### src/design/miniMemPkg.sv
package miniMemPkg;

    // ========================================
    // Field widths
    // ========================================
    parameter int ADDR_W      = 32;             // Byte address
    parameter int DATA_W      = 32;             // One word
    parameter int TILE_ID_W   = 8;              // Tile ID in address bits 31:24
    parameter int BYTE_EN_W   = DATA_W / 8;     // One enable per byte
    parameter int FAB_READY_W = 4;              // Fabric ready vector

    typedef logic [TILE_ID_W-1:0] tileIdT;

    // Fabric opcodes
    typedef enum logic [1:0] {
        RD     = 2'b00,     // Read request
        WR     = 2'b01,     // Write request
        RD_RSP = 2'b10      // Read response
    } opcodeT;

    // ========================================
    // Fabric transaction, 74 bits
    // ========================================
    typedef struct packed {
        logic [ADDR_W-1:0] address;     // Target tile ID in top byte
        logic [DATA_W-1:0] data;
        opcodeT            opcode;
        tileIdT            requestorId; // Tile that issued the request
    } tileTrans;

endpackage

### src/design/fabricSlavePort.sv
`timescale 1ns/100ps

module fabricSlavePort #(
    parameter int DMEM_ADRS_MSB = 11
) (
    input  logic                          clock,
    input  logic                          rstN,
    input  miniMemPkg::tileIdT            localTileId,
    // Inbound fabric
    input  logic                          inFabricValid,
    input  logic [miniMemPkg::ADDR_W-1:0] inFabricAddress,
    input  logic [miniMemPkg::DATA_W-1:0] inFabricData,
    input  miniMemPkg::opcodeT            inFabricOpcode,
    input  miniMemPkg::tileIdT            inFabricRequestorId,
    // Memory port B
    output logic [DMEM_ADRS_MSB-2:0]      ramAddr,
    output logic [miniMemPkg::DATA_W-1:0] ramWrData,
    output logic                          ramWrEn,
    input  logic [miniMemPkg::DATA_W-1:0] ramRdData,
    // Response FIFO
    output logic                          rspPush,
    output miniMemPkg::tileTrans          rspData
);
    import miniMemPkg::*;

    logic              rdHit;
    logic              rdHitQ;          // Memory word valid this cycle
    logic [ADDR_W-1:0] rspAddrQ;

    // ========================================
    // Memory access
    // ========================================
    assign ramAddr   = inFabricAddress[DMEM_ADRS_MSB:2];
    assign ramWrData = inFabricData;
    assign ramWrEn   = inFabricValid && (inFabricOpcode == WR);
    assign rdHit     = inFabricValid && (inFabricOpcode == RD);

    // ========================================
    // Read response header
    // ========================================
    always_ff @(posedge clock) begin
        if (!rstN) begin
            rdHitQ <= 1'b0;
        end else begin
            rdHitQ <= rdHit;
        end
    end

    // Response goes back to the requestor's tile
    always_ff @(posedge clock) begin
        if (rdHit) begin
            rspAddrQ <= {inFabricRequestorId, inFabricAddress[ADDR_W-TILE_ID_W-1:0]};
        end
    end

    assign rspPush = rdHitQ;            // Pushed with the read word

    always_comb begin
        rspData.address     = rspAddrQ;
        rspData.data        = ramRdData;
        rspData.opcode      = RD_RSP;
        rspData.requestorId = localTileId;  // Responder is this tile
    end

endmodule

### config.mk
export PLATFORM = sky130hd
export DESIGN_NAME = fabricSlavePort
export DESIGN_NICKNAME = d
export VERILOG_FILES = /design/src/design/miniMemPkg.sv /design/src/design/fabricSlavePort.sv
export SDC_FILE = /design/constraint.sdc
export NUM_CORES = 1
export LEC_CHECK = 0
export BUFFER_PORTS_ARGS = -buffer_cell sky130_fd_sc_hd__buf_2
export CAP_MARGIN = 20
export CORE_AREA = 4 4 89 91
export CTS_CLUSTER_DIAMETER = 80
export CTS_CLUSTER_SIZE = 12
export DETAILED_ROUTE_END_ITERATION = 6
export DIE_AREA = 0 0 93 95
export PLACE_DENSITY = 0.62
export SYNTH_ARGS = -nofsm -noshare
export SYNTH_HDL_FRONTEND = slang
export SYNTH_SLANG_ARGS = --single-unit
export TNS_END_PERCENT = 10
### constraint.sdc
create_clock -name clock -period 4.5 [get_ports clock]
set_input_delay 0.9 -clock clock [delete_from_list [all_inputs] [get_ports clock]]
set_output_delay 0.9 -clock clock [all_outputs]
set_load 0.03 [all_outputs]
==> flow_summary.ini <==
[status]
status = complete, no violations

[clocking]
cts_tree = yes
numCtsBuffers = 5
clkSlewWorstSetupHoldPaths_ps = 60
cts_resized = 0
cts_root_buf = clkbuf_8
post-cts-setup-buffers = 0
htree_levels = 2
clk_path_buf_depth = 2
cts.sinks = 33
holdBufCountCts = 0

[routing]
drc = 0
ant_nets = 0
vias = 783
first_pass_iters = 4
vias_per_cell = 3.46
routed_wirelength_mm = 4.12
avgRoutedWirePerCell_um = 18.2
drtIter0Drc = 4

[global_route]
grt_pass1_vias = 709
grt_pass1_wl_mm = 5.13
grt_usage = 0.0836
gr-total-overflow = 0
grt_max_degree = 33
antenna_found_initial = 0

[sta]
hold_violations = 0
timing.final.crit_share = 0.513
slew_viol_final = 0
fmax_ghz = 0.434
rsz0062_at_grt = no
timing.hold.ws_ps = 800
fin_ws_ps = 2190
period_needed_ps = 2310
setup_viol = 0
fin_setup_tns_ps = 0

[critical_path]
crit_slowest_cell = and3b_2
required_ps = 3600
critPathMaxFanout = 3
startpoint_type = input pin
critPathTopFamily = buffers and inverters
critical_path_class = input pin to primary output
startpoint = inFabricOpcode[1]
crit_path_max_incr_delay_ps = 210
crit_end = ramWrEn
end_kind = primary output
cp.depth = 3
path_buf_inv = 2
path_cells = buf_2, and3b_2, buf_2
worstPathArrival_ps = 1410
path_common_cell = buf_2

[power]
leakage_nw = 0.690
p_clk_frac = 0.315
seq_power_share = 0.557
p_per_area_mw_per_mm2 = 390
finalPower_w = 0.000639
sw_frac_of_total = 0.242
internal-power_w = 0.000484
peakVddDrop_mv = 0.0839
power.switching_w = 0.000155
combPwrFrac = 0.128

[placed_design]
gp_congestion = 0.645
dpl_worst_slack_ps = 2190
dp_hpwl_mm = 3.63
io_buffers = 80

[yosys]
synth-seq-area-share = 0.595
synth_area_sq_mm = 0.00165
avgSynthCellArea_sq_um = 13.5
synthCells = 122
syn_nets = 239
yosys_warnings = 0
synth-seq-cells = 33
synth_cell_types = 7

[die]
start_util = 0.231
num_rows = 31
die_h_um = 95
core-area_sq_mm = 0.00714
boundaryPins = 235
chipWidth_um = 93
die-area_sq_mm = 0.00884

[layout]
fin_nets = 243
diodes = 0
nFillCells = 773
drive_gt1_frac = 0.717
multiInputGateArea_sq_um = 42.5
area_delta_synth_final_pct = -0.683
final_core_util = 0.229
area.sequential_sq_um = 981

[hold_path]
hold_path.class = input pin to register

[flow_run]
drv_cap = 0
==> power groups by stage <==
| stage | clock, W | sequential [W] | combinational, W |
|---|---|---|---|
| floorplan | 0 | 0.000393 | 0.000145 |
| global placement | 0 | 0.000362 | 0.0000827 |
| detailed placement | 0 | 0.000362 | 0.0000835 |
| CTS | 0.000210 | 0.000356 | 0.0000836 |
| global route | 0.000220 | 0.000357 | 0.0000872 |
| finish | 0.000201 | 0.000356 | 0.0000821 |
==> stage by stage <==
stage | std cells | cell area (sq um)
final | 226 | 1640
after global routing | 226 | 1640
after CTS | 226 | 1640
after detailed placement | 218 | 1560
after global placement | 218 | 1560
after floorplan | 122 | 1650
==> logic make-up (layout without fill, tap and decap cells) <==
family	after synthesis	after routing	synth area share
buf+inv	84	89	0.382
flops	33	33	0.595
simple gates	3	3	0.0182
other cells	2	2	0.00455
==> final cells by class <==
class | count | area share
multi-input combinational | 5 | 0.0260
timing repair buffer | 81 | 0.249
clock inverter | 2 | 0.00611
clock buffer | 6 | 0.0443
tap | 99 | 0.0756
sequential | 33 | 0.599
==> flip-flops by register name, summed over array words and instances (netlist names) <==
register  flops
rspAddrQ     32
rspPush       1
==> worst min path at each step <==
stage	from	endpoint	slack, ps	cells past startpoint
after floorplan	inFabricAddress[0]	rspAddrQ[0]	1000	0
after global placement	inFabricRequestorId[6]	rspAddrQ[30]	1080	1
after detailed placement	inFabricRequestorId[5]	rspAddrQ[29]	1080	1
after CTS	inFabricRequestorId[5]	rspAddrQ[29]	790	1
after global routing	inFabricRequestorId[6]	rspAddrQ[30]	790	1
final	inFabricRequestorId[5]	rspAddrQ[29]	800	1
==> cell usage in the layout, fill, tap and decap left out <==
cell type and instances:
and3b_2 1, and4bb_2 1, buf_2 80, buf_4 1
clkbuf_1 1, clkbuf_8 5, clkinv_2 2, conb_1 2
dfxtp_1 1, edfxtp_1 32, nor3b_2 1
==> Yosys cell counts (all sizes together) <==
| cell | count | area share |
|---|---|---|
| and3b | 1 | 0.0061 |
| and4bb | 1 | 0.0076 |
| buf | 84 | 0.38 |
| conb | 2 | 0.0046 |
| dfxtp | 1 | 0.012 |
| edfxtp | 32 | 0.58 |
| nor3b | 1 | 0.0046 |
==> metal layers <==
layer / GRT usage / share of wire / up-vias
met1: 0.0546 / 0.22 / 306
met5: 0 / 0 / -
met4: 0.0720 / 0.058 / 0
met3: 0.0741 / 0.25 / 29
li1: - / - / 321
met2: 0.140 / 0.47 / 127
Power figures use the tool's default switching activity.
