[src/design/miniMemPkg.sv]
package miniMemPkg;

    // ========================================
    // Field widths
    // ========================================
    parameter int ADDR_W      = 32;             // Byte address
    parameter int DATA_W      = 32;             // One word
    parameter int TILE_ID_W   = 8;              // Tile ID in address bits 31:24
    parameter int BYTE_EN_W   = DATA_W / 8;     // One enable per byte
    parameter int FAB_READY_W = 4;              // Fabric ready vector

    typedef logic [TILE_ID_W-1:0] tileIdT;

    // Fabric opcodes
    typedef enum logic [1:0] {
        RD     = 2'b00,     // Read request
        WR     = 2'b01,     // Write request
        RD_RSP = 2'b10      // Read response
    } opcodeT;

    // ========================================
    // Fabric transaction, 74 bits
    // ========================================
    typedef struct packed {
        logic [ADDR_W-1:0] address;     // Target tile ID in top byte
        logic [DATA_W-1:0] data;
        opcodeT            opcode;
        tileIdT            requestorId; // Tile that issued the request
    } tileTrans;

endpackage

[src/design/transFifo.sv]
`timescale 1ns/100ps

module transFifo #(
    parameter int FIFO_DEPTH = 2
) (
    input  logic                 clock,
    input  logic                 rstN,
    input  logic                 push,
    input  miniMemPkg::tileTrans pushData,
    input  logic                 pop,
    output miniMemPkg::tileTrans popData,      // Head of queue, valid when not empty
    output logic                 full,
    output logic                 almostFull,   // One entry of margin left
    output logic                 empty
);
    import miniMemPkg::*;

    localparam int PTR_W = (FIFO_DEPTH > 1) ? $clog2(FIFO_DEPTH) : 1;
    localparam int CNT_W = $clog2(FIFO_DEPTH + 1);

    tileTrans           storage [0:FIFO_DEPTH-1];
    logic [PTR_W-1:0]   rdPtr;
    logic [PTR_W-1:0]   wrPtr;
    logic [CNT_W-1:0]   count;

    // Wrap at depth, which need not be a power of two
    function automatic logic [PTR_W-1:0] nextPtr(input logic [PTR_W-1:0] ptr);
        return (ptr == PTR_W'(FIFO_DEPTH - 1)) ? '0 : ptr + 1'b1;
    endfunction

    always_ff @(posedge clock) begin
        if (push) storage[wrPtr] <= pushData;
    end

    always_ff @(posedge clock) begin
        if (!rstN) begin
            rdPtr <= '0;
            wrPtr <= '0;
            count <= '0;
        end else begin
            if (push) wrPtr <= nextPtr(wrPtr);
            if (pop)  rdPtr <= nextPtr(rdPtr);
            case ({push, pop})
                2'b10:   count <= count + 1'b1;
                2'b01:   count <= count - 1'b1;
                default: count <= count;        // Idle or both
            endcase
        end
    end

    assign popData    = storage[rdPtr];
    assign empty      = (count == '0);
    assign full       = (count == CNT_W'(FIFO_DEPTH));
    assign almostFull = (count >= CNT_W'(FIFO_DEPTH - 1));

    aNoOverflow: assert property (@(posedge clock) disable iff (!rstN) !(push && full))
        else $error("transFifo: push while full");
    aNoUnderflow: assert property (@(posedge clock) disable iff (!rstN) !(pop && empty))
        else $error("transFifo: pop while empty");

endmodule

[config.mk]
export PLATFORM = sky130hd
export DESIGN_NAME = transFifo
export DESIGN_NICKNAME = d
export VERILOG_FILES = /design/src/design/miniMemPkg.sv /design/src/design/transFifo.sv
export SDC_FILE = /design/constraint.sdc
export NUM_CORES = 1
export LEC_CHECK = 0
export BUFFER_PORTS_ARGS = -buffer_cell sky130_fd_sc_hd__buf_2
export CORE_UTILIZATION = 40
export DETAILED_ROUTE_END_ITERATION = 12
export SYNTH_ARGS = -nofsm -noshare
export SYNTH_HDL_FRONTEND = slang
export SYNTH_SLANG_ARGS = --single-unit
[constraint.sdc]
create_clock -name clock -period 13.08 [get_ports clock]
set_clock_uncertainty 0.1 [all_clocks]
set_input_delay 2.616 -clock clock [delete_from_list [all_inputs] [get_ports clock]]
set_output_delay 2.616 -clock clock [all_outputs]
set_load 0.02 [all_outputs]
==> key figures, run 1 <==
Timing
  • Crit share post-route: 0.395
  • Worst-Margin Slew: 1.04 ns
  • Post-layout min period: a little over 5 ns
  • RSZ-0062 raised after global routing: false
  • Final slew viol count: 0
  • Final setup violating endpoints: 0
  • Peak Freq: a little under 200 MHz
  • TNS Setup: 0 ns
  • Rel. slew slack: 0.309
  • Fin. Hold Viols: 0

Synth
  • Post-synthesis cell type count: 15
  • Yosys warning count: 0
  • Async S/R FF share, synth: 0
  • Register area share after synthesis: 0.778
  • Top FF cell, synth: edfxtp_1
  • Synth Instances: between 200 and 300
  • Synth top area cells: edfxtp_1, mux2_4, mux2_2
  • Mean area per synthesized cell: around 23 µm²
  • Seq cells post-synth: between 150 and 200
  • Net Count, Synth: approximately 340
  • Post-synth top area share: 0.761
  • Mapped cell area: between 5000 and 6000 µm²
  • Post-synth EDFFs: 148
  • Synth area leader: edfxtp_1

Final layout
  • Layout Cells excl Fill: 615
  • Area grow syn2layout: 26.2%
  • Nets: ~500
  • FILL cells: around 1.2k
  • Final Util: 0.525
  • Multi-input gate area: between 1000 and 1500 µm²
  • N_diodes: 0
  • Share of layout cells above drive strength 1: 0.600
  • Register area: between 4000 and 5000 µm²

CTS
  • CTS Root Cell: clkbuf_16
  • Cts bufs inserted: 17
  • Clock buffer depth: 2
  • Clock Sinks: ~150
  • H-tree depth: 4
  • Setup Buffers After CTS: 0
  • CTS tree: done
  • CTS clock-pin slew for the worst setup and hold paths: around 0.060 ns
  • Hold buffers post-CTS: 0
  • Worst-Skew Late Latency: around 0.4 ns
  • Resized cells post-CTS: 0

Global route
  • Initial antenna violation count: 1
  • Largest net degree at the start of global routing: 75
  • Total congestion overflow: 0
  • Global Route Usage Sum: 0.134
  • First-pass GRT wire length: roughly 14 mm
  • Number of global-route vias before repair: 2971

Route
  • Final ANT Viol Nets: 0
  • Total iterations of the first detailed-routing run: 4
  • Initial DRC Count: 105
  • Via density: 4.59
  • DRC: 0
  • DR vias: approximately 2.8k
  • Total wire length: between 9 and 10 mm
  • WL per Instance: between 15 and 20 µm

Setup path
  • CP Class: flop to output port
  • Crit end category: output port
  • Crit-path max FO: 53
  • Crit path arrival time: between 2 and 2.5 ns
  • CP Launch Type: flop
  • CP Data Required Time: between 10 and 15 ns

Die
  • Initial Util: 0.416
  • Die height: roughly 120 µm
  • Row count: 43
  • Die area: 15100 µm²
  • Die width: between 100 and 150 µm
  • Ports: 155
  • Core Region: between 10000 and 15000 µm²

Place
  • Post-detail-place hpwl: roughly 6 mm
  • Routability congestion estimate: approximately 0.68
  • Placed Cells: between 500 and 600
  • Port bufs: roughly 150

Status
  • Status: complete, no violations

Power
  • Leak: between 2 and 3 nW
  • Worst vdd ir: approximately 83 µV
  • Power Density: about 160 nW/µm²

Flow run
  • Max-cap violations: 0

Hold path
  • HP Class: flop to flop
[area by class of cell]
cell class              count  share of cell area
flip-flops and latches    153               0.617
multi-input cells          90               0.164
repair buffers            156               0.107
clock buffers              19              0.0588
well taps                 180              0.0306
clock inverters            13              0.0209
inverters                   4             0.00204
[layout by cell type (no fill, tap or decap)]
cell | Yosys | routed
buf_2 | 1 | 154
and2_4 | 0 | 1
xor2_1 | 2 | 2
nand2b_1 | 1 | 1
clkbuf_1 | 0 | 2
nor2b_4 | 0 | 1
dfxtp_4 | 0 | 1
clkbuf_16 | 0 | 17
buf_4 | 0 | 2
dfxtp_1 | 5 | 4
and2_1 | 4 | 3
xnor2_1 | 1 | 1
clkinvlp_4 | 0 | 5
o21a_1 | 1 | 1
clkinv_2 | 0 | 2
nor2b_1 | 2 | 1
inv_1 | 4 | 4
clkinv_4 | 0 | 1
ha_1 | 4 | 4
o211a_1 | 1 | 1
clkinv_1 | 0 | 2
mux2_2 | 14 | 14
mux2_4 | 60 | 60
edfxtp_1 | 148 | 148
bufinv_16 | 0 | 3
[cell families after synthesis]
logic type / synth area share
compound gates: 0.00300
xor+xnor: 0.00450
fa+ha+maj: 0.00857
buf+inv: 0.0169
flops: 0.778
mux: 0.181
simple gates: 0.00750
[worst max-delay path, stage by stage (launching register included)]
cell     delay, ns
dfxtp_4       0.60
buf_4         0.77
mux2_2        0.42
buf_2         0.16
[flip-flops by register name (all words and copies together) (netlist names), named ones only]
signal	cells
storage	148
wrPtr	1
rdPtr	1
count	2
[path summary, 6_finish.rpt]
| kind | start | end | slack [ns] | depth (start not counted) |
|---|---|---|---|---|
| max | flop | popData[71] | 7.91 | 3 |
| min | rdPtr | flop | 0.47 | 2 |
| max reg2reg | wrPtr | storage[0][43] | 10.91 | 2 |
| min reg2reg | rdPtr | flop | 0.47 | 2 |
[synthesized netlist by cell type (2+ instances only)]
| library cell | n |
|---|---|
| mux2_4 | 60 |
| ha_1 | 4 |
| xor2_1 | 2 |
| buf_6 | 7 |
| nor2b_1 | 2 |
| and2_1 | 4 |
| mux2_2 | 14 |
| dfxtp_1 | 5 |
| edfxtp_1 | 148 |
| inv_1 | 4 |
[through the flow]
stage,hold WS (ns),area [µm²],total power (W),setup WS [ns]
detailed placement,0.467,6780,0.000731,8.29
finish,0.474,7370,0.00120,7.91
floorplan,0.437,5840,0.000686,6.58
global route,0.503,7370,0.00124,7.76
CTS,0.480,7370,0.00121,7.81
global placement,0.453,6780,0.000729,8.31
[power by group]
part           switching, W  internal, W
registers        0.00000980     0.000567
clock network      0.000181     0.000298
logic             0.0000763    0.0000649
total              0.000267     0.000929
[metal layers]
metal	vias up	wire length, µm	GRT usage
met5	-	0	0
met4	0	166	0.0694
met3	13	774	0.0567
met2	103	4910	0.226
met1	1367	3760	0.143
li1	1340	-	-
(Power assumes the default switching activity.)
==> inputs of run 2 (changes only) <==
==> constraint.sdc (replaced) <==
create_clock -name clock -period 4.8 [get_ports clock]
set_clock_uncertainty 0.1 [all_clocks]
set_input_delay 0.96 -clock clock [delete_from_list [all_inputs] [get_ports clock]]
set_output_delay 0.96 -clock clock [all_outputs]
set_load 0.02 [all_outputs]
==> run 2 against run 1 <==
  * Total power grew to 2.8 times the previous value
  * Core utilization is 0.44 points higher
  * Hold slack hardly changed
  * Final area is 0.83% higher
  * Sequential cell count stayed put
  * Non-clock buffer count is 2 higher
  * Via count is 0.74% higher
  * Critical path depth stayed put
  * Count of clock-buffer cells in the layout is 2 lower
  * Sequential power grew to 2.7 times the previous value
  * Routed wire length is 3.0% higher
  * Largest power group unchanged
==> key figures, run 2 (synthesis gave the netlist of run 1 again) <==
Place
  • Post-detail-place hpwl: between 6 and 7 mm
  • Routability congestion estimate: around 0.67
  • Port bufs: around 150

Final layout
  • Top reg by flops: storage
  • Most common cell after layout, fill and taps aside: buf_2
  • FILL cells: ~1.1k
  • Multi-input gate area: around 1200 µm²
  • Nets: between 500 and 600
  • Regs by FF count: storage: 148 flops, count: 2 flops
  • Max FFs per register: approximately 150
  • Share of layout cells above drive strength 1: 0.604
  • Commonest cells after routing, fill and taps aside: buf_2, edfxtp_1, mux2_4
  • Area grow syn2layout: 27.2%
  • Register area: roughly 4500 µm²

Global route
  • Largest net degree at the start of global routing: 75
  • Grt met2 use: 0.214
  • Grt met3 use: 0.0748
  • Number of global-route vias before repair: ~2.9k
  • First-pass GRT wire length: 14.4 mm
  • GR Util met1: 0.147
  • GR peak layer: met2
  • Initial antenna violation count: 1
  • Global Route Usage Sum: 0.135
  • Total congestion overflow: 0

CTS
  • Clock buffer depth: 2
  • Hold buffers post-CTS: 0
  • Resized cells post-CTS: 0
  • Worst-Skew Late Latency: approximately 0.41 ns
  • Setup Buffers After CTS: 0
  • Clock Sinks: 153
  • CTS clock-pin slew for the worst setup and hold paths: ~0.060 ns
  • CTS tree: done
  • Cts bufs inserted: 17
  • H-tree depth: 4
  • CTS Root Cell: clkbuf_16

Power
  • Internal power: ~0.0026 W
  • Power Density: between 400 and 500 nW/µm²
  • Clock power share: 0.417
  • Sw frac: 0.216
  • Combinational share of power: 0.113
  • Worst vdd ir: ~190 µV
  • Sw power: ~0.00072 W
  • Leak: 2.96 nW
  • Part of the power in registers: 0.470

Hold path
  • HP Class: flop to flop

Timing
  • Final slew viol count: 0
  • Fin. Hold Viols: 0
  • Hold_ws: approximately 0.47 ns
  • Peak Freq: just over 300 MHz
  • Crit share post-route: 0.681
  • RSZ-0062 raised after global routing: false
  • Post-layout min period: about 3.3 ns
  • Worst-Margin Slew: about 1.0 ns
  • TNS Setup: 0 ns
  • Rel. slew slack: 0.305
  • Final setup violating endpoints: 0

Setup path
  • CP max stage cell: dfxtp_4
  • Delay-heaviest family, CP: flip-flops
  • Crit-path max FO: a little over 40
  • CP peak stage delay: slightly above 0.8 ns
  • CP bufs+invs: 2
  • CP Launch Type: flop
  • Crit end category: output port
  • Crit path arrival time: about 2.2 ns
  • CP Class: flop to output port
  • CP Data Required Time: 3.74 ns
  • Critical path cell sequence: buf_4 -> mux2_4 -> buf_2

Die
  • Initial Util: 0.416
  • Die width: 123 µm
  • Ports: 155
  • Row count: 43
  • Die height: roughly 120 µm
  • Die area: roughly 15000 µm²
  • Core Region: roughly 14000 µm²

Route
  • DR vias: 2844
  • Initial DRC Count: 133
  • Via density: about 4.6
  • DRC: 0
  • Final ANT Viol Nets: 0
  • WL per Instance: roughly 16 µm
  • Total iterations of the first detailed-routing run: 4
  • Total wire length: about 10 mm

Status
  • Status: complete, no violations

Flow run
  • Max-cap violations: 0
-- run 2: cell types whose count changed in the layout (fill, tap and decap cells not counted) --
| cell | before | now |
|---|---|---|
| buf_4 | 2 | 4 |
| bufinv_16 | 3 | 5 |
| clkbuf_1 | 2 | 0 |
| clkinv_1 | 2 | 3 |
| clkinv_2 | 2 | 4 |
| clkinv_4 | 1 | 0 |
| clkinvlp_4 | 5 | 2 |
| diode_2 | 0 | 1 |
| inv_6 | 0 | 1 |
-- run 2: final timing paths --
kind          from  cells after the start  slack, ns        endpoint
max           flop                      3       1.53     popData[21]
min          rdPtr                      2       0.47            flop
max reg2reg  wrPtr                      1       3.03  storage[1][49]
min reg2reg  rdPtr                      2       0.47            flop
-- run 2: stage by stage --
| step | utilization | setup WS, ns | cells | instance area [µm²] | total power (W) |
|---|---|---|---|---|---|
| 2_1_floorplan | - | 1.35 | 255 | 5840 | 0.00187 |
| 5_1_grt | 0.529 | 1.40 | 617 | 7430 | 0.00348 |
| 3_3_place_gp | 0.484 | 1.92 | 585 | 6800 | 0.00199 |
| 6_report | 0.529 | 1.53 | 618 | 7430 | 0.00336 |
| 3_5_place_dp | 0.484 | 1.91 | 585 | 6800 | 0.00199 |
| 4_1_cts | 0.529 | 1.46 | 617 | 7430 | 0.00340 |
-- run 2: final cells by class --
type	instances	area share
multi-input combinational	90	0.162
clock inverter	15	0.0276
clock buffer	17	0.0573
inverter	4	0.00202
timing repair buffer	158	0.108
sequential	153	0.612
antenna	1	0.000337
tap	180	0.0303
-- run 2: routing by layer --
metal / up-vias / routed length (µm)
met3: 16 / 1060
li1: 1341 / -
met4: 0 / 176
met1: 1374 / 3940
met5: - / 0
met2: 113 / 4730
-- run 2: power by group through the flow --
stage | registers (W) | clock network [W] | logic (W)
finish | 0.00158 | 0.00140 | 0.000379
global route | 0.00159 | 0.00148 | 0.000407
CTS | 0.00158 | 0.00143 | 0.000387
detailed placement | 0.00161 | 0 | 0.000385
global placement | 0.00161 | 0 | 0.000380
floorplan | 0.00159 | 0 | 0.000281
