==> src/design/miniMemPkg.sv <==
package miniMemPkg;

    // ========================================
    // Field widths
    // ========================================
    parameter int ADDR_W      = 32;             // Byte address
    parameter int DATA_W      = 32;             // One word
    parameter int TILE_ID_W   = 8;              // Tile ID in address bits 31:24
    parameter int BYTE_EN_W   = DATA_W / 8;     // One enable per byte
    parameter int FAB_READY_W = 4;              // Fabric ready vector

    typedef logic [TILE_ID_W-1:0] tileIdT;

    // Fabric opcodes
    typedef enum logic [1:0] {
        RD     = 2'b00,     // Read request
        WR     = 2'b01,     // Write request
        RD_RSP = 2'b10      // Read response
    } opcodeT;

    // ========================================
    // Fabric transaction, 74 bits
    // ========================================
    typedef struct packed {
        logic [ADDR_W-1:0] address;     // Target tile ID in top byte
        logic [DATA_W-1:0] data;
        opcodeT            opcode;
        tileIdT            requestorId; // Tile that issued the request
    } tileTrans;

endpackage

==> src/design/coreDataPort.sv <==
`timescale 1ns/100ps

module coreDataPort #(
    parameter int DMEM_ADRS_MSB = 11
) (
    input  logic                             clock,
    input  logic                             rstN,
    input  miniMemPkg::tileIdT               localTileId,
    // Core data port
    input  logic [miniMemPkg::ADDR_W-1:0]    dMemAddress,
    input  logic [miniMemPkg::DATA_W-1:0]    dMemWrData,
    input  logic [miniMemPkg::BYTE_EN_W-1:0] dMemByteEn,
    input  logic                             dMemWrEn,
    input  logic                             dMemRdEn,
    output logic [miniMemPkg::DATA_W-1:0]    dMemRdRsp,
    output logic                             dMemReady,
    // Inbound fabric, watched for the read response
    input  logic                             inFabricValid,
    input  miniMemPkg::opcodeT               inFabricOpcode,
    input  logic [miniMemPkg::DATA_W-1:0]    inFabricData,
    // Request FIFO
    input  logic                             reqFull,
    output logic                             reqPush,
    output miniMemPkg::tileTrans             reqData,
    // Memory port A
    output logic [DMEM_ADRS_MSB-2:0]         ramAddr,
    output logic [miniMemPkg::DATA_W-1:0]    ramWrData,
    output logic [miniMemPkg::BYTE_EN_W-1:0] ramByteEn,
    output logic                             ramWrEn,
    input  logic [miniMemPkg::DATA_W-1:0]    ramRdData
);
    import miniMemPkg::*;

    tileIdT            tileId;
    logic              isLocal;
    logic [1:0]        byteOff;
    logic [1:0]        byteOffQ;        // Offset of the read in flight
    logic              outstanding;     // Remote read waiting for RD_RSP
    logic              rspAccept;
    logic              rspValidQ;
    logic [DATA_W-1:0] rspDataQ;

    // ========================================
    // Decode and local access
    // ========================================
    assign tileId  = dMemAddress[ADDR_W-1 -: TILE_ID_W];
    assign isLocal = (tileId == localTileId) || (tileId == '0);   // Zero aliases to local
    assign byteOff = dMemAddress[1:0];

    assign ramAddr   = dMemAddress[DMEM_ADRS_MSB:2];
    assign ramWrData = dMemWrData << {byteOff, 3'b000};    // Align to byte lane
    assign ramByteEn = dMemByteEn << byteOff;
    assign ramWrEn   = dMemWrEn && isLocal;

    // ========================================
    // Remote requests
    // ========================================
    assign dMemReady = !outstanding && !reqFull;
    assign reqPush   = (dMemWrEn || dMemRdEn) && !isLocal && dMemReady;

    always_comb begin
        reqData.address     = dMemAddress;
        reqData.data        = dMemWrData;              // Unshifted, remote tile aligns
        reqData.opcode      = dMemWrEn ? WR : RD;
        reqData.requestorId = localTileId;
    end

    assign rspAccept = outstanding && inFabricValid && (inFabricOpcode == RD_RSP);

    always_ff @(posedge clock) begin
        if (!rstN) begin
            outstanding <= 1'b0;
            rspValidQ   <= 1'b0;
        end else begin
            if (reqPush && dMemRdEn) outstanding <= 1'b1;
            else if (rspAccept)      outstanding <= 1'b0;
            rspValidQ <= rspAccept;
        end
    end

    always_ff @(posedge clock) begin
        byteOffQ <= byteOff;
        if (rspAccept) rspDataQ <= inFabricData;
    end

    // Response data first, else local word shifted down and zero filled
    assign dMemRdRsp = rspValidQ ? rspDataQ : (ramRdData >> {byteOffQ, 3'b000});

    // A remote access while a read is outstanding would be dropped
    aNoPushWhileOutstanding: assert property (@(posedge clock) disable iff (!rstN)
        outstanding |-> !((dMemWrEn || dMemRdEn) && !isLocal))
        else $error("coreDataPort: remote access while read outstanding");

endmodule

==> config.mk <==
export PLATFORM = sky130hd
export DESIGN_NAME = coreDataPort
export DESIGN_NICKNAME = d
export VERILOG_FILES = /design/src/design/miniMemPkg.sv /design/src/design/coreDataPort.sv
export SDC_FILE = /design/constraint.sdc
export NUM_CORES = 1
export LEC_CHECK = 0
export BUFFER_PORTS_ARGS = -buffer_cell sky130_fd_sc_hd__buf_2
export CORE_AREA = 2 2 117 119
export CTS_CLUSTER_DIAMETER = 200
export CTS_CLUSTER_SIZE = 10
export DETAILED_ROUTE_END_ITERATION = 10
export DIE_AREA = 0 0 119 121
export PLACE_DENSITY_LB_ADDON = 0.05
export REMOVE_ABC_BUFFERS = 1
export SLEW_MARGIN = 20
export SYNTH_ARGS = -nofsm -noshare
export SYNTH_HDL_FRONTEND = slang
export SYNTH_SLANG_ARGS = --single-unit
==> constraint.sdc <==
create_clock -name clock -period 1.8 [get_ports clock]
set_clock_uncertainty 0.05 [all_clocks]
set_input_delay 0.27 -clock clock [delete_from_list [all_inputs] [get_ports clock]]
set_output_delay 0.27 -clock clock [all_outputs]
set_load 0.02 [all_outputs]
==> results of run 1 <==
report_power, final:
| part | total [W] | leakage (nW) | internal [W] | switching (W) |
|---|---|---|---|---|
| clock network | 0.000995 | 0.0808 | 0.000652 | 0.000344 |
| logic | 0.00102 | 1.78 | 0.000439 | 0.000578 |
| registers | 0.000930 | 0.323 | 0.000922 | 0.00000798 |
| total | 0.00294 | 2.19 | 0.00201 | 0.000929 |
sequential cells by signal, summed over array words and instances (netlist names):
signal       count
rspDataQ        32
byteOffQ         2
outstanding      1
rspValidQ        1
how the worst max path moves through the flow:
stage                      from      endpoint  slack (ns)  cells past startpoint
floorplan           byteOffQ[0]  dMemRdRsp[1]       -0.44                      4
global placement    byteOffQ[0]  dMemRdRsp[6]        0.03                      6
detailed placement  byteOffQ[0]  dMemRdRsp[6]       0.009                      6
CTS                 byteOffQ[0]  dMemRdRsp[4]       -0.16                      6
global route        byteOffQ[0]  dMemRdRsp[4]       -0.22                      6
finish              byteOffQ[0]  dMemRdRsp[4]       -0.16                      6
Yosys cell counts (7+ instances only):
master,instances,area share [%]
nor2b_1,15,2.9
inv_1,7,0.80
and2_1,11,2.1
a21oi_1,24,3.7
buf_4,84,19
nor2_1,20,2.3
a211oi_1,24,5.5
mux2i_1,34,10
mux2_2,9,3.1
xnor2_1,8,2.1
buf_2,8,1.2
edfxtp_1,32,29
nand2_1,35,4.0
o21ai_0,27,4.1
clkbuf_1,9,1.0
stage by stage:
step	hold WS, ns	instance area [µm²]	worst slack (ns)	util [%]	cells
after floorplan	0.248	2490	-0.437	-	266
after global placement	0.399	4160	0.0326	31.8	708
after detailed placement	0.398	4160	0.00870	31.8	708
after CTS	0.103	4520	-0.163	34.5	722
after global routing	0.0982	4590	-0.222	35.1	722
final	0.110	4590	-0.159	35.1	722
metal layers:
| layer | track usage [%] | up-vias | share of wire, % |
|---|---|---|---|
| li1 | - | 1551 | - |
| met1 | 17.4 | 1448 | 40 |
| met2 | 26.6 | 180 | 48 |
| met3 | 7.19 | 10 | 11 |
| met4 | 4.02 | 0 | 1.2 |
| met5 | 4.04 | - | 0 |
area by class of cell:
type,instances,area (µm²),share of cell area [%]
clock buffer,6,129,2.81
clock inverter,2,35.0,0.763
inverter,7,26.3,0.572
multi-input combinational,223,1560,34.1
sequential,36,1050,22.9
tap,176,220,4.79
timing repair buffer,272,1570,34.2
what timing repair did:
action / CTS / global route
setup endpoints to repair: 28 / 25
hold buffers: 0 / 0
pin swaps: 12 / 4
gates resized for setup: 47 / 26
buffers inserted: 7 / 1
kinds of logic (layout without fill, tap and decap cells):
family,Yosys count,in the layout,share of synthesized area [%]
buf+inv,114,287,24.5
simple gates,94,94,14.1
compound gates,77,77,13.7
mux,43,43,13.5
flops,36,36,31.9
xor+xnor,8,8,2.15
other cells,1,1,0.115
layout by cell type, fill, tap and decap left out, drive strengths merged:
cell	Yosys	routed
edfxtp	32	32
bufinv	0	1
nor2	21	21
dfxtp	4	4
buf	98	272
clkbuf	9	6
and4b	1	1
mux2	9	9
mux2i	34	34
a211oi	24	24
inv	7	7
a21oi	24	24
xnor2	8	8
and2	11	11
or2	1	1
conb	1	1
clkinv	0	1
nor2b	15	15
and2b	4	4
o22ai	2	2
nand2	35	35
nand3b	1	1
nor4	2	2
o21ai	27	27
nand4	3	3
critical path, delay by kind of cell (launching register included):
kind | cells | cell delay [ns]
AOI/OAI and AO/OA | 1 | 0.07
buffers and inverters | 3 | 0.39
DFF | 1 | 0.39
muxes | 2 | 0.51
==> impl_metrics.yaml, run 1 <==
route:
  vias: 3189
  vias_per_cell: 4.42
  firstDrtPassIters: 4
  drc: 0
  ant_nets: 0
  first_iter_violations: 116
  drt-total-wl_um: 11900
  wire_per_inst_um: 16.4
critical_path:
  cp-end-kind: "output port"
  arrival_ns: 1.64
  cp_data_required_time_ns: 1.48
  rr_worst_depth: 2
  reg2reg_to: "rspDataQ[5]"
  critical_path.max_fanout: 7
  critPathLaunchType: "flop"
  critical_path.most_common_cell: "buf_6"
  worstReg2RegStart: "outstanding"
  worst-r2r-setup-slack_ns: 0.56
  cp_slowest_cell: "dfxtp_4"
  critical_path.max_stage_delay_ns: 0.39
  critPathKind: "reg2out"
  crit_chain: "buf_6 > buf_6 > mux2i_4 > a21oi_2 > mux2_4 > buf_6"
yosys:
  synthArstFlopShare_pct: 0
  synth.avg_cell_area_um2: 8.76
  yosys_warnings: 0
  synthCells: 373
  synth-edff-count: 32
  synth-seq-area-share_pct: 31.9
  syn-cell-area_mm2: 0.00327
  synthDistinctLibCells: 28
  synthFlopType: "edfxtp_1"
  ys_ff_latch: 36
hold_path:
  worstHoldStart: "inFabricData[17]"
  hold_path_class: "in2reg"
  worstHoldPathCells: 1
  holdPathEnd: "rspDataQ[17]"
cts:
  htreeDepth: 2
  cts-root-buf: "clkbuf_16"
  tritoncts: "yes"
  path_clk_slew_ns: 0.06
  clock_path_buffers: 2
  clk_latency_ns: 0.28
  cts.sinks: 36
  cts_buffers: 5
timing:
  period_needed_ns: 1.96
  max_clock_freq_mhz: 510
  hold_viol: 0
  tns_ns: -1.33
  period_share_pct: 109
  final_max_slew_viol_count: 0
  rsz0062_at_grt: "true"
  fin_ws_ns: -0.159
  setup_violations: 16
outcome:
  failed_checks: "negative setup slack"
  outcome: "finished, violations left"
flow_run:
  maxCapViolations: 0
floorplanning:
  initial_utilization_pct: 25.0
  io_pins: 303
  rows: 42
  die_area_mm2: 0.0144
  die_width_um: 119
  core_region_area_mm2: 0.0131
  die_h_um: 121
placed_design:
  gp_congestion: 0.755
  portBuffers: 247
  hpwl_um: 9490
pwr:
  power_w: 0.00294
  power.leakage_nw: 2.19
  ir_drop_mv: 0.291
  p_per_area_mw_per_mm2: 641
grt:
  grt_use_total_pct: 15.6
  grt_max_degree: 35
  overflow: 0
  grt_pass1_vias: 3263
  grt_pass1_wl_um: 17300
  antenna_found_initial: 0
final_layout:
  drive_above_1_share_pct: 58.4
  layout.nets: 693
  fillers: 1420
  area.growth.synth_to_final_pct: 40.7
  antennaDiodeCount: 0
Note: power is estimated with default switching activity, not from simulation.
==> run 2, diff against run 1 <==
--- a/config.mk
+++ b/config.mk
@@ -12,7 +12,6 @@
 export DETAILED_ROUTE_END_ITERATION = 10
 export DIE_AREA = 0 0 119 121
 export PLACE_DENSITY_LB_ADDON = 0.05
-export REMOVE_ABC_BUFFERS = 1
 export SLEW_MARGIN = 20
 export SYNTH_ARGS = -nofsm -noshare
 export SYNTH_HDL_FRONTEND = slang
==> impl_metrics.yaml, run 2 (synthesis gave the netlist of run 1 again) <==
outcome:
  outcome: "finished, violations left"
  failed_checks: "negative setup slack"
cts:
  clock_path_buffers: 2
  clk_latency_ns: 0.28
  htreeDepth: 2
  tritoncts: "yes"
  cts.sinks: 36
  cts_buffers: 5
  cts-root-buf: "clkbuf_16"
  path_clk_slew_ns: 0.05
final_layout:
  drive_above_1_share_pct: 62.0
  antennaDiodeCount: 0
  largest_register_ffs: 32
  fillers: 1386
  reg_top3: "rspDataQ: 32 flops, byteOffQ: 2 flops"
  final_cell_mix: "buf_2 (217), edfxtp_1 (32), nand2_1 (31), buf_4 (31), mux2i_1 (26)"
  regArea_mm2: 0.00105
  multiInputGateArea_mm2: 0.00170
  area.growth.synth_to_final_pct: 50.2
  layout.nets: 699
  layout_commonest_cell: "buf_2"
  top_register: "rspDataQ"
pwr:
  ir_drop_mv: 0.260
  power.leakage_nw: 2.29
  p_per_area_mw_per_mm2: 591
timing:
  hold_viol: 0
  setup_violations: 28
  period_needed_ns: 2.01
  tns_ns: -2.51
  final_max_slew_viol_count: 0
  fin_ws_ns: -0.207
  period_share_pct: 111
  rsz0062_at_grt: "true"
  max_clock_freq_mhz: 498
floorplanning:
  core_region_area_mm2: 0.0131
  die_area_mm2: 0.0144
  die_width_um: 119
  rows: 42
  initial_utilization_pct: 25.0
  die_h_um: 121
  io_pins: 303
critical_path:
  critical_path.max_stage_delay_ns: 0.38
  critPathLaunchType: "flop"
  cp_data_required_time_ns: 1.48
  cp_slowest_cell: "dfxtp_4"
  critical_path.max_fanout: 8
  crit_chain: "buf_12 > buf_12 > mux2i_4 > a21oi_2 > mux2_4 > buf_6"
  critPathKind: "reg2out"
  cp-end-kind: "output port"
  arrival_ns: 1.69
  critical_path.most_common_cell: "buf_12"
route:
  vias: 3215
  firstDrtPassIters: 4
  wire_per_inst_um: 16.1
  ant_nets: 0
  first_iter_violations: 97
  drt-total-wl_um: 11700
  drc: 0
  vias_per_cell: 4.42
placed_design:
  portBuffers: 247
  hpwl_um: 9220
  gp_congestion: 0.786
  dp_worst_setup_slack_ns: -0.00634
grt:
  grt_pass1_vias: 3271
  antenna_found_initial: 1
  overflow: 0
  grt_pass1_wl_um: 17300
  grt_max_degree: 48
  grt_use_total_pct: 15.6
flow_run:
  maxCapViolations: 0
hold_path:
  hold_path_class: "in2reg"
yosys:
  mappedNetlistNets: 521
==> run 2: repair_timing <==
action,in CTS,in global routing
resized for setup,115,20
gates cloned,4,0
setup buffers,6,3
hold buffers,0,0
setup endpoints to repair,32,32
pin swaps,25,14
endpoints found under the hold margin,0,0
==> run 2: metrics by stage <==
stage | hold WS [ns] | utilization, % | instances | power (W) | area (µm²)
2_1_floorplan | 0.248 | - | 373 | 0.00165 | 3270
3_3_place_gp | 0.398 | 32.0 | 709 | 0.00191 | 4190
3_5_place_dp | 0.399 | 32.0 | 709 | 0.00191 | 4190
4_1_cts | 0.101 | 37.0 | 727 | 0.00293 | 4850
5_1_grt | 0.103 | 37.5 | 728 | 0.00304 | 4910
6_report | 0.110 | 37.5 | 728 | 0.00290 | 4910
==> run 2: final timing paths <==
check | startpoint | end | slack [ns] | depth (start not counted)
setup / recovery | byteOffQ[0] | dMemRdRsp[6] | -0.21 | 6
hold / removal | inFabricData[24] | rspDataQ[24] | 0.11 | 1
setup reg to reg | outstanding | rspDataQ[14] | 0.56 | 2
hold reg to reg | outstanding | outstanding | 0.48 | 2
==> run 2: routing by layer <==
layer  global-route usage, %  vias to the layer above  wire [µm]
li1                        -                     1565          -
met5                       0                        -         13
met4                    5.73                        2        208
met2                    30.4                      168       6330
met1                    16.0                     1464       4270
met3                    3.95                       16        890
==> run 2: where the power goes <==
part | internal, W | switching (W) | total [W]
sequential | 0.000923 | 0.00000897 | 0.000932
combinational | 0.000515 | 0.000616 | 0.00113
clock | 0.000509 | 0.000326 | 0.000835
total | 0.00195 | 0.000950 | 0.00290
==> run 2: area by class of cell <==
| class | instances | share of cell area [%] |
|---|---|---|
| inverter | 7 | 0.536 |
| clock inverter | 1 | 0.0765 |
| tap | 176 | 4.49 |
| multi-input combinational | 223 | 34.6 |
| timing repair buffer | 278 | 36.2 |
| sequential | 36 | 21.4 |
| clock buffer | 7 | 2.70 |
==> run 2: critical path: cells and delay by family (launching register included) <==
kind	cells	cell delay [ns]
AO/OA/AOI/OAI	1	0.07
buffers and inverters	3	0.42
flip-flops	1	0.38
multiplexers	2	0.52
